### config.mk
export PLATFORM = sky130hd
export DESIGN_NAME = bus_controller
export DESIGN_NICKNAME = d
export VERILOG_FILES = /design/src/design/bc_ctrl_pkg.sv /design/src/design/bus_types_pkg.sv /design/src/design/bus_controller.sv /design/src/design/bus_sequencer.sv /design/src/design/req_arbiter.sv /design/src/design/req_queue.sv
export VERILOG_INCLUDE_DIRS = /design/src /design/src/design
export SDC_FILE = /design/constraint.sdc
export NUM_CORES = 1
export LEC_CHECK = 0
export BUFFER_PORTS_ARGS = -buffer_cell sky130_fd_sc_hd__buf_2
export CAP_MARGIN = 25
export CORE_MARGIN = 4
export CORE_UTILIZATION = 27
export DETAILED_ROUTE_END_ITERATION = 6
export PLACE_DENSITY = 0.44
export SYNTH_ARGS = -nofsm -noshare
export SYNTH_HDL_FRONTEND = slang
export SYNTH_SLANG_ARGS = --single-unit
### constraint.sdc
create_clock -name clk -period 38.9 [get_ports clk]
set_input_delay 5.835 -clock clk [delete_from_list [all_inputs] [get_ports clk]]
set_output_delay 5.835 -clock clk [all_outputs]
set_load 0.005 [all_outputs]
### src/design/bc_defines.svh
`ifndef BC_DEFINES_SVH
`define BC_DEFINES_SVH

// external line bus
`define BC_ADDR_W       32
`define BC_LINE_W       128

// request queue entries, also the arbiter's starting credit
`define BC_QUEUE_DEPTH  2

// must hold the value BC_QUEUE_DEPTH
`define BC_CREDIT_W     2

`endif

### src/design/bc_ctrl_pkg.sv
`default_nettype none

`include "bc_defines.svh"

package bc_ctrl_pkg;

    // who asked for the bus transfer
    typedef enum logic [1:0] {
        SRC_DC_WB     = 2'd0,
        SRC_DC_REFILL = 2'd1,
        SRC_IC_REFILL = 2'd2
    } req_src_e;

    typedef enum logic [1:0] {
        SEQ_IDLE  = 2'd0,
        SEQ_ISSUE = 2'd1,
        SEQ_WAIT  = 2'd2
    } seq_state_e;

    // free queue slots as seen by the arbiter
    typedef logic [`BC_CREDIT_W-1:0] credit_t;

endpackage

`default_nettype wire

### src/design/bus_types_pkg.sv
`default_nettype none

`include "bc_defines.svh"

package bus_types_pkg;

    // line-aligned address on the external bus
    typedef logic [`BC_ADDR_W-1:0] bus_addr_t;

    // one full cache line, four 32-bit words
    typedef logic [`BC_LINE_W-1:0] bus_line_t;

endpackage

`default_nettype wire

### src/design/bus_controller.sv
`timescale 1ns/1ps
`default_nettype none

module bus_controller import bus_types_pkg::*, bc_ctrl_pkg::*; (
    input  logic      clk,
    input  logic      rst_n_i,

    // instruction cache
    input  logic      ic_refill_req_i,
    input  bus_addr_t ic_refill_addr_i,
    output logic      ic_refill_done_o,

    // data cache
    input  logic      dc_refill_req_i,
    input  bus_addr_t dc_refill_addr_i,
    output logic      dc_refill_done_o,
    input  logic      dc_wb_req_i,
    input  bus_addr_t dc_wb_addr_i,
    input  bus_line_t dc_wb_data_i,
    output logic      dc_wb_done_o,

    output bus_line_t line_data_o,

    // external line bus
    input  bus_line_t axi_data_i,
    input  logic      axi_rd_over_i,
    input  logic      axi_wr_over_i,
    input  logic      core_wait_i,
    output logic      bc_valid_req_o,
    output logic      bc_rw_o,
    output bus_addr_t bc_addr_o,
    output bus_line_t bc_data_o
);

    // arbiter to queue
    logic      q_push;
    req_src_e  q_src;
    logic      q_rw;
    bus_addr_t q_addr;
    bus_line_t q_data;
    logic      q_credit;

    // queue head to sequencer
    logic      q_not_empty;
    logic      q_pop;
    req_src_e  head_src;
    logic      head_rw;
    bus_addr_t head_addr;
    bus_line_t head_data;

    req_arbiter i_req_arbiter (
        .clk              (clk),
        .rst_n_i          (rst_n_i),
        .ic_refill_req_i  (ic_refill_req_i),
        .ic_refill_addr_i (ic_refill_addr_i),
        .dc_refill_req_i  (dc_refill_req_i),
        .dc_refill_addr_i (dc_refill_addr_i),
        .dc_wb_req_i      (dc_wb_req_i),
        .dc_wb_addr_i     (dc_wb_addr_i),
        .dc_wb_data_i     (dc_wb_data_i),
        .q_credit_i       (q_credit),
        .q_push_o         (q_push),
        .q_src_o          (q_src),
        .q_rw_o           (q_rw),
        .q_addr_o         (q_addr),
        .q_data_o         (q_data)
    );

    req_queue i_req_queue (
        .clk           (clk),
        .rst_n_i       (rst_n_i),
        .q_push_i      (q_push),
        .q_src_i       (q_src),
        .q_rw_i        (q_rw),
        .q_addr_i      (q_addr),
        .q_data_i      (q_data),
        .q_pop_i       (q_pop),
        .q_not_empty_o (q_not_empty),
        .q_src_o       (head_src),
        .q_rw_o        (head_rw),
        .q_addr_o      (head_addr),
        .q_data_o      (head_data),
        .q_credit_o    (q_credit)
    );

    bus_sequencer i_bus_sequencer (
        .clk              (clk),
        .rst_n_i          (rst_n_i),
        .q_not_empty_i    (q_not_empty),
        .q_src_i          (head_src),
        .q_rw_i           (head_rw),
        .q_addr_i         (head_addr),
        .q_data_i         (head_data),
        .q_pop_o          (q_pop),
        .axi_data_i       (axi_data_i),
        .axi_rd_over_i    (axi_rd_over_i),
        .axi_wr_over_i    (axi_wr_over_i),
        .core_wait_i      (core_wait_i),
        .bc_valid_req_o   (bc_valid_req_o),
        .bc_rw_o          (bc_rw_o),
        .bc_addr_o        (bc_addr_o),
        .bc_data_o        (bc_data_o),
        .ic_refill_done_o (ic_refill_done_o),
        .dc_refill_done_o (dc_refill_done_o),
        .dc_wb_done_o     (dc_wb_done_o),
        .line_data_o      (line_data_o)
    );

endmodule

`default_nettype wire

### src/design/bus_sequencer.sv
`timescale 1ns/1ps
`default_nettype none

module bus_sequencer import bus_types_pkg::*, bc_ctrl_pkg::*; (
    input  logic      clk,
    input  logic      rst_n_i,

    input  logic      q_not_empty_i,
    input  req_src_e  q_src_i,
    input  logic      q_rw_i,
    input  bus_addr_t q_addr_i,
    input  bus_line_t q_data_i,
    output logic      q_pop_o,

    input  bus_line_t axi_data_i,
    input  logic      axi_rd_over_i,
    input  logic      axi_wr_over_i,
    input  logic      core_wait_i,

    output logic      bc_valid_req_o,
    output logic      bc_rw_o,
    output bus_addr_t bc_addr_o,
    output bus_line_t bc_data_o,

    output logic      ic_refill_done_o,
    output logic      dc_refill_done_o,
    output logic      dc_wb_done_o,
    output bus_line_t line_data_o
);

    seq_state_e state_q;
    req_src_e   src_q;
    logic       bus_over;
    logic       busy;

    assign busy     = (state_q != SEQ_IDLE);
    assign bus_over = busy && (bc_rw_o ? axi_wr_over_i : axi_rd_over_i);

    // take the head only when no transfer is open
    assign q_pop_o = (state_q == SEQ_IDLE) && q_not_empty_i && !core_wait_i;

    always_ff @(posedge clk) begin
        if (!rst_n_i) begin
            state_q          <= SEQ_IDLE;
            bc_valid_req_o   <= 1'b0;
            ic_refill_done_o <= 1'b0;
            dc_refill_done_o <= 1'b0;
            dc_wb_done_o     <= 1'b0;
        end else begin
            ic_refill_done_o <= 1'b0;
            dc_refill_done_o <= 1'b0;
            dc_wb_done_o     <= 1'b0;
            case (state_q)
                SEQ_IDLE: begin
                    if (q_pop_o) begin
                        state_q        <= SEQ_ISSUE;
                        bc_valid_req_o <= 1'b1;
                    end
                end
                SEQ_ISSUE, SEQ_WAIT: begin
                    if (bus_over) begin
                        state_q        <= SEQ_IDLE;
                        bc_valid_req_o <= 1'b0;
                        case (src_q)
                            SRC_DC_WB:     dc_wb_done_o     <= 1'b1;
                            SRC_DC_REFILL: dc_refill_done_o <= 1'b1;
                            default:       ic_refill_done_o <= 1'b1;
                        endcase
                    end else begin
                        state_q <= SEQ_WAIT;
                    end
                end
                default: begin
                    state_q        <= SEQ_IDLE;
                    bc_valid_req_o <= 1'b0;
                end
            endcase
        end
    end

    // bus fields held from pop until the over pulse
    always_ff @(posedge clk) begin
        if (q_pop_o) begin
            src_q     <= q_src_i;
            bc_rw_o   <= q_rw_i;
            bc_addr_o <= q_addr_i;
            bc_data_o <= q_data_i;
        end
    end

    // read line lines up with the refill done pulse
    always_ff @(posedge clk) begin
        if (bus_over && !bc_rw_o) begin
            line_data_o <= axi_data_i;
        end
    end

endmodule

`default_nettype wire

### src/design/req_arbiter.sv
`timescale 1ns/1ps
`default_nettype none

`include "bc_defines.svh"

module req_arbiter import bus_types_pkg::*, bc_ctrl_pkg::*; (
    input  logic      clk,
    input  logic      rst_n_i,

    input  logic      ic_refill_req_i,
    input  bus_addr_t ic_refill_addr_i,
    input  logic      dc_refill_req_i,
    input  bus_addr_t dc_refill_addr_i,
    input  logic      dc_wb_req_i,
    input  bus_addr_t dc_wb_addr_i,
    input  bus_line_t dc_wb_data_i,

    input  logic      q_credit_i,

    output logic      q_push_o,
    output req_src_e  q_src_o,
    output logic      q_rw_o,
    output bus_addr_t q_addr_o,
    output bus_line_t q_data_o
);

    logic      issued_wb_q;
    logic      issued_dr_q;
    logic      issued_ir_q;
    credit_t   credit_q;
    logic      grant;
    req_src_e  sel_src;
    logic      sel_rw;
    bus_addr_t sel_addr;
    bus_line_t sel_data;

    // fixed priority, victim line leaves before its refill
    always_comb begin
        grant   = 1'b0;
        sel_src = SRC_DC_WB;
        if (credit_q != '0) begin
            if (dc_wb_req_i && !issued_wb_q) begin
                grant   = 1'b1;
                sel_src = SRC_DC_WB;
            end else if (dc_refill_req_i && !issued_dr_q) begin
                grant   = 1'b1;
                sel_src = SRC_DC_REFILL;
            end else if (ic_refill_req_i && !issued_ir_q) begin
                grant   = 1'b1;
                sel_src = SRC_IC_REFILL;
            end
        end
    end

    always_comb begin
        sel_rw   = 1'b0;
        sel_addr = ic_refill_addr_i;
        sel_data = '0;
        case (sel_src)
            SRC_DC_WB: begin
                sel_rw   = 1'b1;
                sel_addr = dc_wb_addr_i;
                sel_data = dc_wb_data_i;
            end
            SRC_DC_REFILL: sel_addr = dc_refill_addr_i;
            default:       sel_addr = ic_refill_addr_i;
        endcase
    end

    always_ff @(posedge clk) begin
        if (!rst_n_i) begin
            q_push_o    <= 1'b0;
            issued_wb_q <= 1'b0;
            issued_dr_q <= 1'b0;
            issued_ir_q <= 1'b0;
            credit_q    <= credit_t'(`BC_QUEUE_DEPTH);
        end else begin
            q_push_o <= grant;
            // flag stays up until the source drops its request
            issued_wb_q <= dc_wb_req_i && (issued_wb_q || (grant && sel_src == SRC_DC_WB));
            issued_dr_q <= dc_refill_req_i &&
                           (issued_dr_q || (grant && sel_src == SRC_DC_REFILL));
            issued_ir_q <= ic_refill_req_i &&
                           (issued_ir_q || (grant && sel_src == SRC_IC_REFILL));
            case ({grant, q_credit_i})
                2'b10:   credit_q <= credit_q - 1'b1;
                2'b01:   credit_q <= credit_q + 1'b1;
                default: credit_q <= credit_q;
            endcase
        end
    end

    // payload
    always_ff @(posedge clk) begin
        if (grant) begin
            q_src_o  <= sel_src;
            q_rw_o   <= sel_rw;
            q_addr_o <= sel_addr;
            q_data_o <= sel_data;
        end
    end

endmodule

`default_nettype wire

### src/design/req_queue.sv
`timescale 1ns/1ps
`default_nettype none

`include "bc_defines.svh"

module req_queue import bus_types_pkg::*, bc_ctrl_pkg::*; (
    input  logic      clk,
    input  logic      rst_n_i,

    input  logic      q_push_i,
    input  req_src_e  q_src_i,
    input  logic      q_rw_i,
    input  bus_addr_t q_addr_i,
    input  bus_line_t q_data_i,

    input  logic      q_pop_i,

    output logic      q_not_empty_o,
    output req_src_e  q_src_o,
    output logic      q_rw_o,
    output bus_addr_t q_addr_o,
    output bus_line_t q_data_o,

    output logic      q_credit_o
);

    localparam int DEPTH = `BC_QUEUE_DEPTH;
    localparam int PTR_W = (DEPTH > 1) ? $clog2(DEPTH) : 1;
    localparam int CNT_W = $clog2(DEPTH + 1);

    req_src_e   src_mem  [DEPTH];
    logic       rw_mem   [DEPTH];
    bus_addr_t  addr_mem [DEPTH];
    bus_line_t  data_mem [DEPTH];

    logic [PTR_W-1:0] wr_ptr_q;
    logic [PTR_W-1:0] rd_ptr_q;
    logic [CNT_W-1:0] count_q;
    logic             do_pop;

    assign q_not_empty_o = (count_q != '0);
    assign do_pop        = q_pop_i && q_not_empty_o;

    // head entry, no output register
    assign q_src_o  = src_mem[rd_ptr_q];
    assign q_rw_o   = rw_mem[rd_ptr_q];
    assign q_addr_o = addr_mem[rd_ptr_q];
    assign q_data_o = data_mem[rd_ptr_q];

    always_ff @(posedge clk) begin
        if (q_push_i) begin
            src_mem[wr_ptr_q]  <= q_src_i;
            rw_mem[wr_ptr_q]   <= q_rw_i;
            addr_mem[wr_ptr_q] <= q_addr_i;
            data_mem[wr_ptr_q] <= q_data_i;
        end
    end

    always_ff @(posedge clk) begin
        if (!rst_n_i) begin
            wr_ptr_q   <= '0;
            rd_ptr_q   <= '0;
            count_q    <= '0;
            q_credit_o <= 1'b0;
        end else begin
            q_credit_o <= do_pop;
            if (q_push_i) begin
                wr_ptr_q <= (wr_ptr_q == PTR_W'(DEPTH - 1)) ? '0 : wr_ptr_q + 1'b1;
            end
            if (do_pop) begin
                rd_ptr_q <= (rd_ptr_q == PTR_W'(DEPTH - 1)) ? '0 : rd_ptr_q + 1'b1;
            end
            case ({q_push_i, do_pop})
                2'b10:   count_q <= count_q + 1'b1;
                2'b01:   count_q <= count_q - 1'b1;
                default: count_q <= count_q;
            endcase
        end
    end

endmodule

`default_nettype wire

* Yosys cells after proc, flatten, opt, wreduce, memory -nomap -nowiden
Memory sizes are Yosys's and may differ from the RTL's. A register that Yosys moved wholly into a read port is not among the register bits.
Index checks and enable logic that the tools add are counted.
** Storage, ports and cells
- ROM bits :: 0
- Register bits :: 308
- Latch bits :: 0
- Bits in writable memories :: 326
- Output and inout port bits :: 293
- Memories :: 4
- Logic and storage cells :: 100
** Memory list
- i_req_queue.data_mem :: depth 2, width 128, read ports 1, clocked after memory_dff 1, wr ports 1, line req_queue.sv:34 : bus_line_t data_mem [DEPTH];
- i_req_queue.addr_mem :: depth 2, width 32, read ports 1, clocked after memory_dff 1, wr ports 1, line req_queue.sv:33 : bus_addr_t addr_mem [DEPTH];
- i_req_queue.src_mem :: depth 2, width 2, read ports 1, clocked after memory_dff 1, wr ports 1, line req_queue.sv:31 : req_src_e src_mem [DEPTH];
- i_req_queue.rw_mem :: depth 2, width 1, read ports 1, clocked after memory_dff 1, wr ports 1, line req_queue.sv:32 : logic rw_mem [DEPTH];
** Operators by class
- $add $sub $neg :: 6
- Multipliers :: 0
- Div/mod/pow operators :: 0
- Shift-type cells :: 0
- Reduce and logical (&&, ||, !) cells :: 34
- Mux-type cells :: 26
- Equal/unequal tests :: 11
- Bitwise gates (word level) :: 0
- Order comparisons :: 0
** Operators by type and width (count)
- 32-bit case mux with 2 select lines :: 1
- 1-bit two-way mux :: 15
- 1-bit logical AND :: 14
- 2-bit two-way mux :: 6
- 2-bit case mux with 2 select lines :: 3
- 2-bit by 1-bit == test with 1-bit output, second input constant :: 5
- 2-bit nonzero test :: 5
- 2-bit == test, second input constant :: 4
- 2-bit zero test :: 3
- 1-bit zero test :: 5
- 2-bit by 1-bit adder with 2-bit output, second input constant :: 2
- 2-bit OR reduction :: 2
- 2-bit by 1-bit subtractor with 2-bit output, second input constant :: 2
- 1-bit logical OR :: 3
- 3-bit AND reduction :: 1
- 1-bit adder, second input constant :: 2
- 2-bit by 1-bit inequality test with 1-bit output, second input constant :: 1
- 2-bit inequality test, second input constant :: 1
- 1-bit case mux with 2 select lines :: 1
- 2-bit AND reduction :: 1

* Depth between registers and ports, before layout
- Word-level depth :: 10
- Depth in mapped cells :: 9

* By module
From an unflattened synthesis, not the netlist that was laid out.
** Unflattened totals
- Cell total of the unflattened synthesis :: 1348
- Area total of the unflattened synthesis :: 28137.0 sq um
** Modules (own cells, without submodules)
- req_queue :: cells each 531, instances 1, area each 12271.8 sq um
- bus_sequencer :: cells each 324, instances 1, area each 9056.2 sq um
- req_arbiter :: cells each 493, instances 1, area each 6809.0 sq um

* Least setup slack after synthesis
OpenSTA, ideal clock, no wires.
- Path kind :: input to register
- Start :: in dc_refill_req_i
- End :: reg i_req_arbiter.credit_q[1]
- Stages :: 7
- Arrival time :: 16.190 ns
- Slack :: 22.648 ns
- Cell sequence :: nand2b_1 -> a31oi_1 -> inv_1 -> ha_1 -> xor2_1 -> or3_1 -> nand3_1
** Between the ends
- Word-level cells in the longest chain between the ends :: 6
- Elaborated cells between the ends (all ways) :: 8
- Classes of those cells :: eq/ne (2); mux (4); reduce/logical (2)
** Ends and longest elaborated chain
- from (decl) :: line bus_controller.sv:14 : input logic dc_refill_req_i,
- 1-bit logical AND * :: line req_arbiter.sv:45 : end else if (dc_refill_req_i && !issued_dr_q) begin
- 1-bit two-way mux * :: line req_arbiter.sv:45
- 1-bit two-way mux * :: line req_arbiter.sv:42 : if (dc_wb_req_i && !issued_wb_q) begin
- 1-bit two-way mux * :: line req_arbiter.sv:41 : if (credit_q != '0) begin
- via i_req_arbiter.grant :: line req_arbiter.sv:31 : logic grant;
- 2-bit by 1-bit == test with 1-bit output or 2-bit == test (tied branches) :: line req_arbiter.sv:85 : case ({grant, q_credit_i})
- 2-bit case mux with 2 select lines or 2-bit nonzero test (tied branches)
- to (signal assigned) :: line req_arbiter.sv:86 : 2'b10: credit_q <= credit_q - 1'b1;
- to (signal assigned) :: line req_arbiter.sv:87 : 2'b01: credit_q <= credit_q + 1'b1;
- to (signal assigned) :: line req_arbiter.sv:88 : default: credit_q <= credit_q;
- to (decl) :: line req_arbiter.sv:30 : credit_t credit_q;
The timed path passes the listed nets; every way through them passes the cells marked *.
A chain may end at the register's enable or synchronous reset.

* Worst setup path in the final report
- Start :: in core_wait_i
- End :: reg i_bus_sequencer.bc_data_o[123] (read register of i_req_queue.data_mem) (enable)
** Between the ends
- Word-level cells in the longest chain between the ends :: 2
** Ends and longest elaborated chain
- from (decl) :: line bus_controller.sv:28 : input logic core_wait_i,
- 1-bit zero test :: line bus_sequencer.sv:40 : assign q_pop_o = (state_q == SEQ_IDLE) && q_not_empty_i && !core_wait_i;
- 1-bit logical AND :: line bus_sequencer.sv:40
- via i_bus_sequencer.q_pop_o :: line bus_sequencer.sv:13 : output logic q_pop_o,
- to (decl) :: line bus_sequencer.sv:23 : output bus_line_t bc_data_o,
The timed path passes the listed nets, and every way through them passes these cells.

==> flow_summary.json <==
{
  "cp_max_fo": 109,
  "ys_seq_elements": 797,
  "io_pins": 653,
  "drtIter0Drc": 769,
  "setup_viol": 0,
  "gp_congestion": 0.816,
  "yosysTopAreaCell": "edfxtp_1",
  "ctsLongestPathBuffers": 3,
  "synth-edff-count": 780,
  "r2r_setup_slack_ps": 35570,
  "ff2ff_path_depth": 5,
  "coreArea_sq_um": 102000,
  "max_cap_viol_count": 0,
  "yosysMostFrequentCell": "edfxtp_1",
  "holdPathStages": 0,
  "hold_viol_final": 0,
  "rsz0062_at_grt": "false",
  "synthToLayoutAreaGrowth_pct": 28.1,
  "finalClockSkew_ps": 20.7,
  "hold_buffers": 0,
  "multiInputGateArea_sq_um": 3600,
  "timing.final.crit_period_ps": 7850,
  "insertion_delay_ps": 630,
  "grt_start_max_net_pins": 110,
  "die_area_sq_um": 107000,
  "synth_cells": 1288,
  "min-delay-start": "i_req_arbiter.q_data_o[103]",
  "fin_crit_sh_pct": 20.2,
  "relSlewSlack_pct": 31.9,
  "synth_area_sq_um": 27600,
  "startpoint_type": "input port",
  "ant_nets": 0,
  "syn-num-nets": 1652,
  "clkTransAtPathRegs_ps": 60,
  "powerDensity_nw_per_um2": 71.6,
  "ys_warn_count": 0,
  "synth_commonest_cells": "edfxtp_1, mux2_2, and2_1, nand2_1, a22oi_1",
  "regToRegStartpoint": "i_bus_sequencer.state_q[0]",
  "antenna_found_initial": 18,
  "crit_chain": "buf_2 > inv_1 > o211ai_1 > inv_8 > buf_4",
  "path_delay_family": "buffers and inverters",
  "ys_top_cells_by_area": "edfxtp_1, mux2_2, and2_1",
  "max_freq_mhz": 127,
  "synth-main-ff-cell": "edfxtp_1",
  "htree_num_levels": 3,
  "grt_pass1_vias": 15500,
  "syn_avg_cell_area_sq_um": 21.4,
  "cpPeakStageDelay_ps": 740,
  "place_hpwl_mm": 47.5,
  "grt_use_total_pct": 13.0,
  "regArea_sq_um": 23800,
  "drv_slew": 0,
  "ctsResizeCount": 0,
  "clkSinkCount": 797,
  "peakVddDrop_uv": 41.5,
  "rows": 117,
  "status": "finished, final reports clean",
  "grt_pass1_wl_mm": 102,
  "fin_nets": 2373,
  "end_kind": "flip-flop",
  "routed_wl_mm": 71.3,
  "cts-root-buf": "clkbuf_16",
  "num-fill-cells": 9729,
  "required_ps": 39140,
  "via_per_inst": 4.10,
  "drive_above_1_share_pct": 46.5,
  "critPathKind": "input port to flip-flop",
  "io_buffers": 652,
  "cts_tree": "yes",
  "tightest_slew_ps": 1020,
  "synthArstFlopShare_pct": 0,
  "power_leakage_nw": 13.0,
  "drc_errors": 0,
  "chipHeight_um": 328,
  "drt-wirelength-per-cell_um": 20.6,
  "cpMaxStageDelayCell": "buf_4",
  "synth_top_area_share_pct": 84.8,
  "holdCritPathClass": "flip-flop to flip-flop",
  "fin_ws_ps": 31050,
  "numCtsBuffers": 91,
  "initial_core_util_pct": 27.2,
  "critPathArrivalTime_ps": 8090,
  "die_x_um": 328,
  "tns_ps": 0,
  "dr.pass1.iters": 5,
  "vias": 14200,
  "synth.distinct_cells": 40,
  "min_to": "i_req_queue.data_mem[1][103]",
  "grt_overflow_total": 0,
  "cts_setup_buffers": 0,
  "place_ws_ps": 30340,
  "r2r-end": "i_bus_sequencer.bc_data_o[123]",
  "synth.yosys.seq_area_share_pct": 86.0,
  "cp.buffers_inverters": 4
}
==> how the worst max path moves through the flow <==
stage | from | to | cells past startpoint
2_1_floorplan | dc_refill_req_i | i_req_arbiter.credit_q[1] | 7
3_3_place_gp | core_wait_i | i_bus_sequencer.bc_addr_o[23] | 5
3_5_place_dp | core_wait_i | i_bus_sequencer.bc_data_o[123] | 5
4_1_cts | core_wait_i | i_bus_sequencer.bc_data_o[123] | 5
5_1_grt | core_wait_i | i_bus_sequencer.bc_data_o[123] | 5
6_report | core_wait_i | i_bus_sequencer.bc_data_o[123] | 5
==> layer usage <==
| metal | vias up | share of wire [%] | track usage, % | routed length [um] |
|---|---|---|---|---|
| met5 | - | 0.13 | 0 | 90 |
| met2 | 530 | 51 | 22.5 | 36200 |
| met3 | 145 | 7.0 | 4.03 | 5020 |
| met1 | 7041 | 39 | 15.1 | 27500 |
| met4 | 14 | 3.5 | 4.77 | 2470 |
| li1 | 6420 | - | - | - |
==> kinds of logic (layout without fill, tap and decap cells) <==
kind of cell             count (synthesis)  in the layout  synth area share, %
AND/OR/NAND/NOR                        218            218                 4.44
other                                    0              5                    0
flip-flops                             797            797                 86.0
XOR/XNOR                                 5              5                0.159
buffers and inverters                   50            840                 1.11
multiplexers                           168            168                 6.84
AO/OA/AOI/OAI                           46             46                 1.24
adder cells (fa/ha/maj)                  4              4                0.181
==> layout by cell type, fill, tap and decap left out, types with 2 or more instances in the layout <==
| cell type | Yosys | routed |
|---|---|---|
| edfxtp_1 | 780 | 780 |
| buf_2 | 24 | 652 |
| mux2_2 | 165 | 165 |
| and2_1 | 135 | 134 |
| clkbuf_16 | 0 | 95 |
| nand2_1 | 64 | 64 |
| a22oi_1 | 30 | 30 |
| clkbuf_1 | 7 | 23 |
| clkinv_1 | 0 | 21 |
| buf_4 | 0 | 17 |
| dfxtp_1 | 17 | 16 |
| clkinv_2 | 0 | 12 |
| inv_1 | 7 | 6 |
| bufinv_16 | 0 | 6 |
| diode_2 | 0 | 5 |
| xnor2_1 | 4 | 4 |
| ha_1 | 4 | 4 |
| nor2_1 | 4 | 3 |
| a21oi_1 | 3 | 3 |
| inv_6 | 0 | 3 |
| nand2b_1 | 2 | 2 |
| mux2_1 | 2 | 2 |
| inv_8 | 0 | 2 |
| a21boi_0 | 2 | 2 |
| or3_1 | 2 | 2 |
| o21ai_0 | 2 | 2 |
| nor2b_1 | 2 | 2 |
| buf_16 | 0 | 2 |
==> where the power goes <==
group          switching (W)  internal [W]  total, W
combinational       0.000227      0.000154  0.000382
clock               0.000333      0.000484  0.000817
sequential         0.0000830       0.00125   0.00134
total               0.000644       0.00189   0.00254
==> cell type report <==
| cell class | count | share of cell area (%) |
|---|---|---|
| antenna | 5 | 0.0353 |
| timing repair buffer | 671 | 9.73 |
| inverter | 7 | 0.0954 |
| tap | 1368 | 4.84 |
| sequential | 797 | 67.1 |
| clock buffer | 118 | 6.96 |
| multi-input combinational | 441 | 10.2 |
| clock inverter | 44 | 1.03 |
==> flip-flops by register name, summed over array words and instances (netlist names), 2 cells and up <==
register and cells:
i_bus_sequencer.bc_data_o 128, i_bus_sequencer.bc_addr_o 32, i_req_queue.src_mem 4, i_bus_sequencer.line_data_o 128
i_req_arbiter.q_data_o 128, i_req_queue.data_mem 256, i_bus_sequencer.state_q 2, i_bus_sequencer.src_q 2
i_req_arbiter.q_addr_o 32, i_req_queue.rw_mem 2, i_req_arbiter.q_src_o 2, i_req_queue.count_q 2
i_req_queue.addr_mem 64, i_req_arbiter.credit_q 2
==> worst reg2reg max path, cell delays in order, from the launching register on <==
cell	delay (ps)
dfxtp_1	330
inv_1	60
ha_1	380
o211ai_1	400
inv_8	650
buf_4	960
==> stage by stage <==
stage / cells / power, W / hold slack, ps / cell area (sq um) / util, %
floorplan: 1288 / 0.00159 / 401 / 27600 / -
global placement: 3282 / 0.00174 / 423 / 32500 / 31.9
detailed placement: 3282 / 0.00176 / 430 / 32500 / 31.9
CTS: 3444 / 0.00259 / 428 / 35300 / 34.7
global route: 3447 / 0.00267 / 441 / 35400 / 34.8
finish: 3451 / 0.00254 / 433 / 35400 / 34.8
(Power assumes the default switching activity.)
